`src/source/soc_bus_cfg.svh`:
```
// system bus config: widths, address map, memory depths and slave constants
`ifndef SOC_BUS_CFG_SVH
`define SOC_BUS_CFG_SVH

// bus widths
`define SB_ADR_W 32
`define SB_DAT_W 32
`define SB_SEL_W 4

// memory depths in words
`define RAM_WORDS 1024
`define ROM_WORDS 32

// top address byte per region
`define RAM_REGION 8'h00
`define ETH_REGION 8'h92
`define DS1_REGION 8'hc0
`define DS2_REGION 8'he0
`define ROM_REGION 8'hf0

`define DS1_VALUE 32'hc0000000
`define DS2_VALUE 32'hf0000000
`define ROM_WORD_BASE 32'h15000000 // l.nop pattern, index goes in low bits

`endif

```
`src/source/soc_bus_pkg.sv`:
```
// system bus types: decoder target select and arbiter master index
package soc_bus_pkg;

   // decoder target, one per region plus the miss case
   typedef enum logic [2:0] {
      SEL_RAM,
      SEL_ETH,
      SEL_DS1,
      SEL_DS2,
      SEL_ROM,
      SEL_NONE
   } slave_sel_e;

   // bus owner
   typedef enum logic {
      M_DATA,  // processor data port
      M_DEBUG  // debug unit
   } master_e;

endpackage

```
`src/source/wb_if.sv`:
```
// wishbone classic bus bundle between masters, arbiter, decoder and slaves
`include "soc_bus_cfg.svh"

interface wb_if;
   logic [`SB_ADR_W-1:0] adr;
   logic [`SB_DAT_W-1:0] dat_w;
   logic [`SB_DAT_W-1:0] dat_r;
   logic [`SB_SEL_W-1:0] sel;
   logic                 we;
   logic                 cyc;
   logic                 stb;
   logic                 ack;
   logic                 err;

   modport master (
      output adr, dat_w, sel, we, cyc, stb,
      input  dat_r, ack, err
   );

   modport slave (
      input  adr, dat_w, sel, we, cyc, stb,
      output dat_r, ack, err
   );

   // observation only
   modport monitor (
      input adr, dat_w, dat_r, sel, we, cyc, stb, ack, err
   );

endinterface

```
`src/source/wb_decoder.sv`:
```
// address decoder that routes the granted transfer to one slave and answers misses
`include "soc_bus_cfg.svh"

module wb_decoder (
   input  logic wb_clk,
   input  logic rst_n_i,
   wb_if.slave  bus,
   wb_if.master ram_bus,
   wb_if.master rom_bus,
   wb_if.master ds1_bus,
   wb_if.master ds2_bus
);

   soc_bus_pkg::slave_sel_e tgt;
   logic                 req;
   logic                 eth_ack_q; // ethernet config stub
   logic                 err_q;
   logic [`SB_DAT_W-1:0] dat_mux;
   logic                 ack_mux;
   logic                 err_mux;

   always_comb begin
      case (bus.adr[`SB_ADR_W-1 -: 8])
         `RAM_REGION: tgt = soc_bus_pkg::SEL_RAM;
         `ETH_REGION: tgt = soc_bus_pkg::SEL_ETH;
         `DS1_REGION: tgt = soc_bus_pkg::SEL_DS1;
         `DS2_REGION: tgt = soc_bus_pkg::SEL_DS2;
         `ROM_REGION: tgt = soc_bus_pkg::SEL_ROM;
         default:     tgt = soc_bus_pkg::SEL_NONE;
      endcase
   end

   assign req = bus.cyc & bus.stb;

   // strobes go to the selected slave only
   assign ram_bus.cyc = bus.cyc & (tgt == soc_bus_pkg::SEL_RAM);
   assign ram_bus.stb = bus.stb & (tgt == soc_bus_pkg::SEL_RAM);
   assign rom_bus.cyc = bus.cyc & (tgt == soc_bus_pkg::SEL_ROM);
   assign rom_bus.stb = bus.stb & (tgt == soc_bus_pkg::SEL_ROM);
   assign ds1_bus.cyc = bus.cyc & (tgt == soc_bus_pkg::SEL_DS1);
   assign ds1_bus.stb = bus.stb & (tgt == soc_bus_pkg::SEL_DS1);
   assign ds2_bus.cyc = bus.cyc & (tgt == soc_bus_pkg::SEL_DS2);
   assign ds2_bus.stb = bus.stb & (tgt == soc_bus_pkg::SEL_DS2);

   assign ram_bus.adr   = bus.adr;
   assign ram_bus.dat_w = bus.dat_w;
   assign ram_bus.sel   = bus.sel;
   assign ram_bus.we    = bus.we;
   assign rom_bus.adr   = bus.adr;
   assign rom_bus.dat_w = bus.dat_w;
   assign rom_bus.sel   = bus.sel;
   assign rom_bus.we    = bus.we;
   assign ds1_bus.adr   = bus.adr;
   assign ds1_bus.dat_w = bus.dat_w;
   assign ds1_bus.sel   = bus.sel;
   assign ds1_bus.we    = bus.we;
   assign ds2_bus.adr   = bus.adr;
   assign ds2_bus.dat_w = bus.dat_w;
   assign ds2_bus.sel   = bus.sel;
   assign ds2_bus.we    = bus.we;

   // eth stub acks and drops writes while a miss gets a one-cycle err
   always_ff @(posedge wb_clk) begin
      if (!rst_n_i) begin
         eth_ack_q <= 1'b0;
         err_q     <= 1'b0;
      end else begin
         eth_ack_q <= req & (tgt == soc_bus_pkg::SEL_ETH) & ~eth_ack_q;
         err_q     <= req & (tgt == soc_bus_pkg::SEL_NONE) & ~err_q;
      end
   end

   always_comb begin
      dat_mux = '0; // eth reads as zero
      ack_mux = eth_ack_q;
      err_mux = err_q;
      case (tgt)
         soc_bus_pkg::SEL_RAM: begin
            dat_mux = ram_bus.dat_r;
            ack_mux = ram_bus.ack;
            err_mux = ram_bus.err;
         end
         soc_bus_pkg::SEL_ROM: begin
            dat_mux = rom_bus.dat_r;
            ack_mux = rom_bus.ack;
            err_mux = rom_bus.err;
         end
         soc_bus_pkg::SEL_DS1: begin
            dat_mux = ds1_bus.dat_r;
            ack_mux = ds1_bus.ack;
            err_mux = ds1_bus.err;
         end
         soc_bus_pkg::SEL_DS2: begin
            dat_mux = ds2_bus.dat_r;
            ack_mux = ds2_bus.ack;
            err_mux = ds2_bus.err;
         end
         default: ;
      endcase
   end

   assign bus.dat_r = dat_mux;
   assign bus.ack   = ack_mux;
   assign bus.err   = err_mux;

endmodule

```
`src/flat_wrapper.sv`:
```
// flat-port wrapper written by rule: the top's interface ports become plain ports
module wb_decoder_flat 
  (wb_clk, rst_n_i, bus_adr, bus_dat_w, bus_sel, bus_we, bus_cyc, bus_stb, bus_dat_r, bus_ack, bus_err, ram_bus_adr, ram_bus_dat_w, ram_bus_sel, ram_bus_we, ram_bus_cyc, ram_bus_stb, ram_bus_dat_r, ram_bus_ack, ram_bus_err, rom_bus_adr, rom_bus_dat_w, rom_bus_sel, rom_bus_we, rom_bus_cyc, rom_bus_stb, rom_bus_dat_r, rom_bus_ack, rom_bus_err, ds1_bus_adr, ds1_bus_dat_w, ds1_bus_sel, ds1_bus_we, ds1_bus_cyc, ds1_bus_stb, ds1_bus_dat_r, ds1_bus_ack, ds1_bus_err, ds2_bus_adr, ds2_bus_dat_w, ds2_bus_sel, ds2_bus_we, ds2_bus_cyc, ds2_bus_stb, ds2_bus_dat_r, ds2_bus_ack, ds2_bus_err);
  wb_if bus_i ();
  wb_if ram_bus_i ();
  wb_if rom_bus_i ();
  wb_if ds1_bus_i ();
  wb_if ds2_bus_i ();
  input  logic wb_clk;
  input  logic rst_n_i;
  input wire logic [$bits(bus_i.adr)-1:0] bus_adr;
  input wire logic [$bits(bus_i.dat_w)-1:0] bus_dat_w;
  input wire logic [$bits(bus_i.sel)-1:0] bus_sel;
  input wire logic [$bits(bus_i.we)-1:0] bus_we;
  input wire logic [$bits(bus_i.cyc)-1:0] bus_cyc;
  input wire logic [$bits(bus_i.stb)-1:0] bus_stb;
  output wire logic [$bits(bus_i.dat_r)-1:0] bus_dat_r;
  output wire logic [$bits(bus_i.ack)-1:0] bus_ack;
  output wire logic [$bits(bus_i.err)-1:0] bus_err;
  output wire logic [$bits(ram_bus_i.adr)-1:0] ram_bus_adr;
  output wire logic [$bits(ram_bus_i.dat_w)-1:0] ram_bus_dat_w;
  output wire logic [$bits(ram_bus_i.sel)-1:0] ram_bus_sel;
  output wire logic [$bits(ram_bus_i.we)-1:0] ram_bus_we;
  output wire logic [$bits(ram_bus_i.cyc)-1:0] ram_bus_cyc;
  output wire logic [$bits(ram_bus_i.stb)-1:0] ram_bus_stb;
  input wire logic [$bits(ram_bus_i.dat_r)-1:0] ram_bus_dat_r;
  input wire logic [$bits(ram_bus_i.ack)-1:0] ram_bus_ack;
  input wire logic [$bits(ram_bus_i.err)-1:0] ram_bus_err;
  output wire logic [$bits(rom_bus_i.adr)-1:0] rom_bus_adr;
  output wire logic [$bits(rom_bus_i.dat_w)-1:0] rom_bus_dat_w;
  output wire logic [$bits(rom_bus_i.sel)-1:0] rom_bus_sel;
  output wire logic [$bits(rom_bus_i.we)-1:0] rom_bus_we;
  output wire logic [$bits(rom_bus_i.cyc)-1:0] rom_bus_cyc;
  output wire logic [$bits(rom_bus_i.stb)-1:0] rom_bus_stb;
  input wire logic [$bits(rom_bus_i.dat_r)-1:0] rom_bus_dat_r;
  input wire logic [$bits(rom_bus_i.ack)-1:0] rom_bus_ack;
  input wire logic [$bits(rom_bus_i.err)-1:0] rom_bus_err;
  output wire logic [$bits(ds1_bus_i.adr)-1:0] ds1_bus_adr;
  output wire logic [$bits(ds1_bus_i.dat_w)-1:0] ds1_bus_dat_w;
  output wire logic [$bits(ds1_bus_i.sel)-1:0] ds1_bus_sel;
  output wire logic [$bits(ds1_bus_i.we)-1:0] ds1_bus_we;
  output wire logic [$bits(ds1_bus_i.cyc)-1:0] ds1_bus_cyc;
  output wire logic [$bits(ds1_bus_i.stb)-1:0] ds1_bus_stb;
  input wire logic [$bits(ds1_bus_i.dat_r)-1:0] ds1_bus_dat_r;
  input wire logic [$bits(ds1_bus_i.ack)-1:0] ds1_bus_ack;
  input wire logic [$bits(ds1_bus_i.err)-1:0] ds1_bus_err;
  output wire logic [$bits(ds2_bus_i.adr)-1:0] ds2_bus_adr;
  output wire logic [$bits(ds2_bus_i.dat_w)-1:0] ds2_bus_dat_w;
  output wire logic [$bits(ds2_bus_i.sel)-1:0] ds2_bus_sel;
  output wire logic [$bits(ds2_bus_i.we)-1:0] ds2_bus_we;
  output wire logic [$bits(ds2_bus_i.cyc)-1:0] ds2_bus_cyc;
  output wire logic [$bits(ds2_bus_i.stb)-1:0] ds2_bus_stb;
  input wire logic [$bits(ds2_bus_i.dat_r)-1:0] ds2_bus_dat_r;
  input wire logic [$bits(ds2_bus_i.ack)-1:0] ds2_bus_ack;
  input wire logic [$bits(ds2_bus_i.err)-1:0] ds2_bus_err;
  assign bus_i.adr = bus_adr;
  assign bus_i.dat_w = bus_dat_w;
  assign bus_i.sel = bus_sel;
  assign bus_i.we = bus_we;
  assign bus_i.cyc = bus_cyc;
  assign bus_i.stb = bus_stb;
  assign bus_dat_r = bus_i.dat_r;
  assign bus_ack = bus_i.ack;
  assign bus_err = bus_i.err;
  assign ram_bus_adr = ram_bus_i.adr;
  assign ram_bus_dat_w = ram_bus_i.dat_w;
  assign ram_bus_sel = ram_bus_i.sel;
  assign ram_bus_we = ram_bus_i.we;
  assign ram_bus_cyc = ram_bus_i.cyc;
  assign ram_bus_stb = ram_bus_i.stb;
  assign ram_bus_i.dat_r = ram_bus_dat_r;
  assign ram_bus_i.ack = ram_bus_ack;
  assign ram_bus_i.err = ram_bus_err;
  assign rom_bus_adr = rom_bus_i.adr;
  assign rom_bus_dat_w = rom_bus_i.dat_w;
  assign rom_bus_sel = rom_bus_i.sel;
  assign rom_bus_we = rom_bus_i.we;
  assign rom_bus_cyc = rom_bus_i.cyc;
  assign rom_bus_stb = rom_bus_i.stb;
  assign rom_bus_i.dat_r = rom_bus_dat_r;
  assign rom_bus_i.ack = rom_bus_ack;
  assign rom_bus_i.err = rom_bus_err;
  assign ds1_bus_adr = ds1_bus_i.adr;
  assign ds1_bus_dat_w = ds1_bus_i.dat_w;
  assign ds1_bus_sel = ds1_bus_i.sel;
  assign ds1_bus_we = ds1_bus_i.we;
  assign ds1_bus_cyc = ds1_bus_i.cyc;
  assign ds1_bus_stb = ds1_bus_i.stb;
  assign ds1_bus_i.dat_r = ds1_bus_dat_r;
  assign ds1_bus_i.ack = ds1_bus_ack;
  assign ds1_bus_i.err = ds1_bus_err;
  assign ds2_bus_adr = ds2_bus_i.adr;
  assign ds2_bus_dat_w = ds2_bus_i.dat_w;
  assign ds2_bus_sel = ds2_bus_i.sel;
  assign ds2_bus_we = ds2_bus_i.we;
  assign ds2_bus_cyc = ds2_bus_i.cyc;
  assign ds2_bus_stb = ds2_bus_i.stb;
  assign ds2_bus_i.dat_r = ds2_bus_dat_r;
  assign ds2_bus_i.ack = ds2_bus_ack;
  assign ds2_bus_i.err = ds2_bus_err;
  wb_decoder u_core (.wb_clk(wb_clk), .rst_n_i(rst_n_i), .bus(bus_i), .ram_bus(ram_bus_i), .rom_bus(rom_bus_i), .ds1_bus(ds1_bus_i), .ds2_bus(ds2_bus_i));
endmodule
```
`config.mk`:
```
export PLATFORM = sky130hd
export DESIGN_NAME = wb_decoder_flat
export DESIGN_NICKNAME = d
export VERILOG_FILES = /design/src/source/soc_bus_pkg.sv /design/src/source/wb_if.sv /design/src/source/wb_decoder.sv /design/src/flat_wrapper.sv
export VERILOG_INCLUDE_DIRS = /design/src /design/src/source
export SDC_FILE = /design/constraint.sdc
export NUM_CORES = 1
export LEC_CHECK = 0
export BUFFER_PORTS_ARGS = -buffer_cell sky130_fd_sc_hd__clkbuf_2
export CAP_MARGIN = 20
export CORE_AREA = 3 3 204 206
export CTS_CLUSTER_SIZE = 40
export DETAILED_ROUTE_END_ITERATION = 7
export DIE_AREA = 0 0 207 209
export PLACE_DENSITY = 0.3
export SLEW_MARGIN = 20
export SYNTH_ARGS = -nofsm -noshare
export SYNTH_HDL_FRONTEND = slang
export SYNTH_SLANG_ARGS = --single-unit
```
`constraint.sdc`:
```
create_clock -name wb_clk -period 3.8 [get_ports wb_clk]
set_input_delay 0.38 -clock wb_clk [delete_from_list [all_inputs] [get_ports wb_clk]]
set_output_delay 0.38 -clock wb_clk [all_outputs]
set_load 0.05 [all_outputs]
```
==> summary.md <==
| Metric | Value |
|---|---|
| Outcome | completed |
| Post-Syn Area per Cell | 7.38 sq um |
| Count of clock tree sinks | 2 |
| Average wire per cell in the routed design | 15.8 um |
| Final critical delay including setup and external delays | 2.76 ns |
| Pwr dens | 142 nW/um^2 |
| Type of element capturing the critical path | output port |
| Gr ovfl total | 0 |
| Non-filler cells in the finished layout | 899 |
| Number of search-and-repair iterations in the first detailed-routing pass | 4 |
| Net Sw Frac | 0.421 |
| Port Buffer Count | 221 |
| Maximum buffer depth of the clock tree | 2 |
| Placeable Area | 39800 sq um |
| Peak fanout along the critical path | 11 |
| Via density | 2.75 |
| Initial antenna violation count | 0 |
| Top-Level Pins | 527 |
| TNS Setup | 0 ns |
| Pin count of the biggest net entering global routing | 37 |
| Post CTS Setup Buffer Count | 0 |
| P_leak | 1.33 nW |
| Post-CTS sizing | 0 |
| Wire length of the first global-routing pass | 19000 um |
| Number of antenna cells inserted | 0 |
| Fill count | 4750 |
| Sequential group share of total power | 0.053 |
| Global Route met3 Usage | 0.0237 |
| Max_cap viols | 0 |
| Placement-stage cell area | 2860 sq um |
| Final-report hold violation count | 0 |
| Num CTS Buffers | 3 |
| Number of rows in the core area | 73 |
| Signed area change from the synthesized netlist to the final layout | -7.79% |
| Mapped cell area | 3180 sq um |
| Met2 layer usage reported by global route | 0.105 |
| Combinational fraction of design power | 0.568 |
| Number of setup violations in the final report | 0 |
| Final slew viol count | 0 |
| Number of synthesis warnings | 0 |
| Timing-limited maximum frequency | 363 MHz |
| Die area | 43300 sq um |
| Slew at the pin closest to its max-slew limit | 0.520 ns |
| NumNets Final | 585 |
| Most crowded layer after global routing | met2 |
| Via count of the first global-routing pass | 2569 |
| Die boundary width | 207 um |
| Startpoint-to-endpoint class of the critical path | input port to output port |
| Worst slew margin | 0.651 |
| Internal power | 0.240 mW |
| Count of hold buffers inserted by post-cts repair | 0 |
| Commonest cells after routing, fill and taps aside | 221 x sky130_fd_sc_hd__clkbuf_2, 34 x sky130_fd_sc_hd__a22oi_1, 34 x sky130_fd_sc_hd__nor2_1 |
| Share of power burned in the clock network | 0.379 |
| Data required, critical path | 3.42 ns |
| DRT iter0 DRCs | 109 |
| Final Wtd Congestion | 0.784 |
| Post-synthesis cell type count | 25 |
| DRT Wirelength | 14200 um |
| Instance count after placement with tap cells included | 896 |
| CP startpoint kind | input port |
| Final critical-path share of the clock period | 0.725 |
| Final Skew | 0 ns |
| Area occupied by multi-input gates | 948 sq um |
| Total of flip-flops plus latches after synthesis | 2 |
| Initial Utilization | 0.0798 |
| Post-route cell area | 2930 sq um |
| Final ANT Viol Nets | 0 |
| Root buf cell | sky130_fd_sc_hd__clkbuf_16 |
| Most common library cell in the layout ignoring fill and taps | sky130_fd_sc_hd__clkbuf_2 |
| Global routing usage on met1 | 0.0596 |
| VDD IR max | 0.222 mV |
| Sequential cell area fraction in the yosys report | 0.0126 |
| Overall die height | 209 um |
| Global Route Usage Sum | 0.0594 |
| Unrepaired setup endpoints after global routing | false |
| H-tree depth reported by CTS | 1 |
| Worst path arrival time | 2.38 ns |
| Total power draw | 0.415 mW |
| Footprint of the flip-flops and latches | 40.0 sq um |
| Half-perimeter wire length of the detailed placement result | 12100 um |
| Total number of vias | 2473 |
| CTS tree | built |
| Ratio of cells with drive above 1 in the final layout | 0.652 |
| Net switching component of the power | 0.175 mW |
| Type of the most critical hold path | flip-flop to flip-flop |
| Later-pin clock latency in the skew report | 0.22 ns |
| DRC violations left | 0 |
| Syn Inst Count | 431 |
| Net count after synthesis | 640 |
| Clock slew at reported path FFs | 0.03 ns |
## Yosys cell counts, drive strengths merged
cell	n	area [sq um]
o211ai	1	7.51
and4b	1	10.0
buf	286	2170
nor3	3	20.0
o311ai	2	17.5
a221o	31	310
clkbuf	9	33.8
and2	5	31.3
a22oi	34	255
or3	2	12.5
nor3b	1	18.8
a32oi	2	17.5
dfxtp	2	40.0
nand3	2	10.0
nand2	3	11.3
nand4	2	12.5
nor2	34	128
nor4	1	12.5
o22ai	1	6.26
and3	7	43.8
nand2b	2	12.5
## power groups by stage
stage | sequential (mW) | combinational, mW | clock, mW
after floorplan | 0.0221 | 0.828 | 0
after global placement | 0.0221 | 0.243 | 0
after detailed placement | 0.0221 | 0.242 | 0
after CTS | 0.0219 | 0.243 | 0.160
after global routing | 0.0219 | 0.255 | 0.164
final | 0.0219 | 0.236 | 0.157
## final timing paths
kind	slack [ns]	depth (start not counted)	endpoint	from
max	1.04	6	bus_dat_r[20]	bus_adr[24]
max reg2reg	3.03	2	u_core.eth_ack_q	u_core.eth_ack_q
min reg2reg	0.42	1	u_core.err_q	u_core.err_q
min	0.42	1	u_core.err_q	u_core.err_q
## flip-flops by register name, summed over array words and instances, names as in the netlist
signal / count
u_core.err_q: 1
u_core.eth_ack_q: 1
## kinds of logic after synthesis
| group | share of synthesized area |
|---|---|
| flip-flops | 0.0126 |
| buffers and inverters | 0.693 |
| AO/OA/AOI/OAI | 0.193 |
| AND/OR/NAND/NOR | 0.102 |
## per-layer routing
metal  up-vias  wire length [um]
met4         0               876
li1       1086                 -
met3        95              1690
met2       234              6860
met5         -                 0
met1      1058              4770
## worst max-delay path, cell delays in order
cell and delay, ns:
sky130_fd_sc_hd__clkbuf_2 0.13, sky130_fd_sc_hd__nor4_2 0.53, sky130_fd_sc_hd__and3_2 0.52, sky130_fd_sc_hd__buf_4 0.25
sky130_fd_sc_hd__a221o_1 0.24, sky130_fd_sc_hd__clkbuf_2 0.31
## final cells by class
cell class / instances / share of cell area
Tap cell: 525 / 0.224
Timing Repair Buffer: 235 / 0.413
Sequential cell: 2 / 0.0137
Multi-Input combinational cell: 134 / 0.324
Clock buffer: 3 / 0.0256
## through the flow
stage | hold slack, ns | setup WS (ns) | util
global route | 0.446 | 0.830 | 0.0736
detailed placement | 0.415 | 0.875 | 0.0717
floorplan | 0.398 | 0.421 | -
global placement | 0.427 | 0.957 | 0.0717
CTS | 0.420 | 0.868 | 0.0736
finish | 0.417 | 1.04 | 0.0736
No activity file was read; power rests on OpenSTA's default activity.
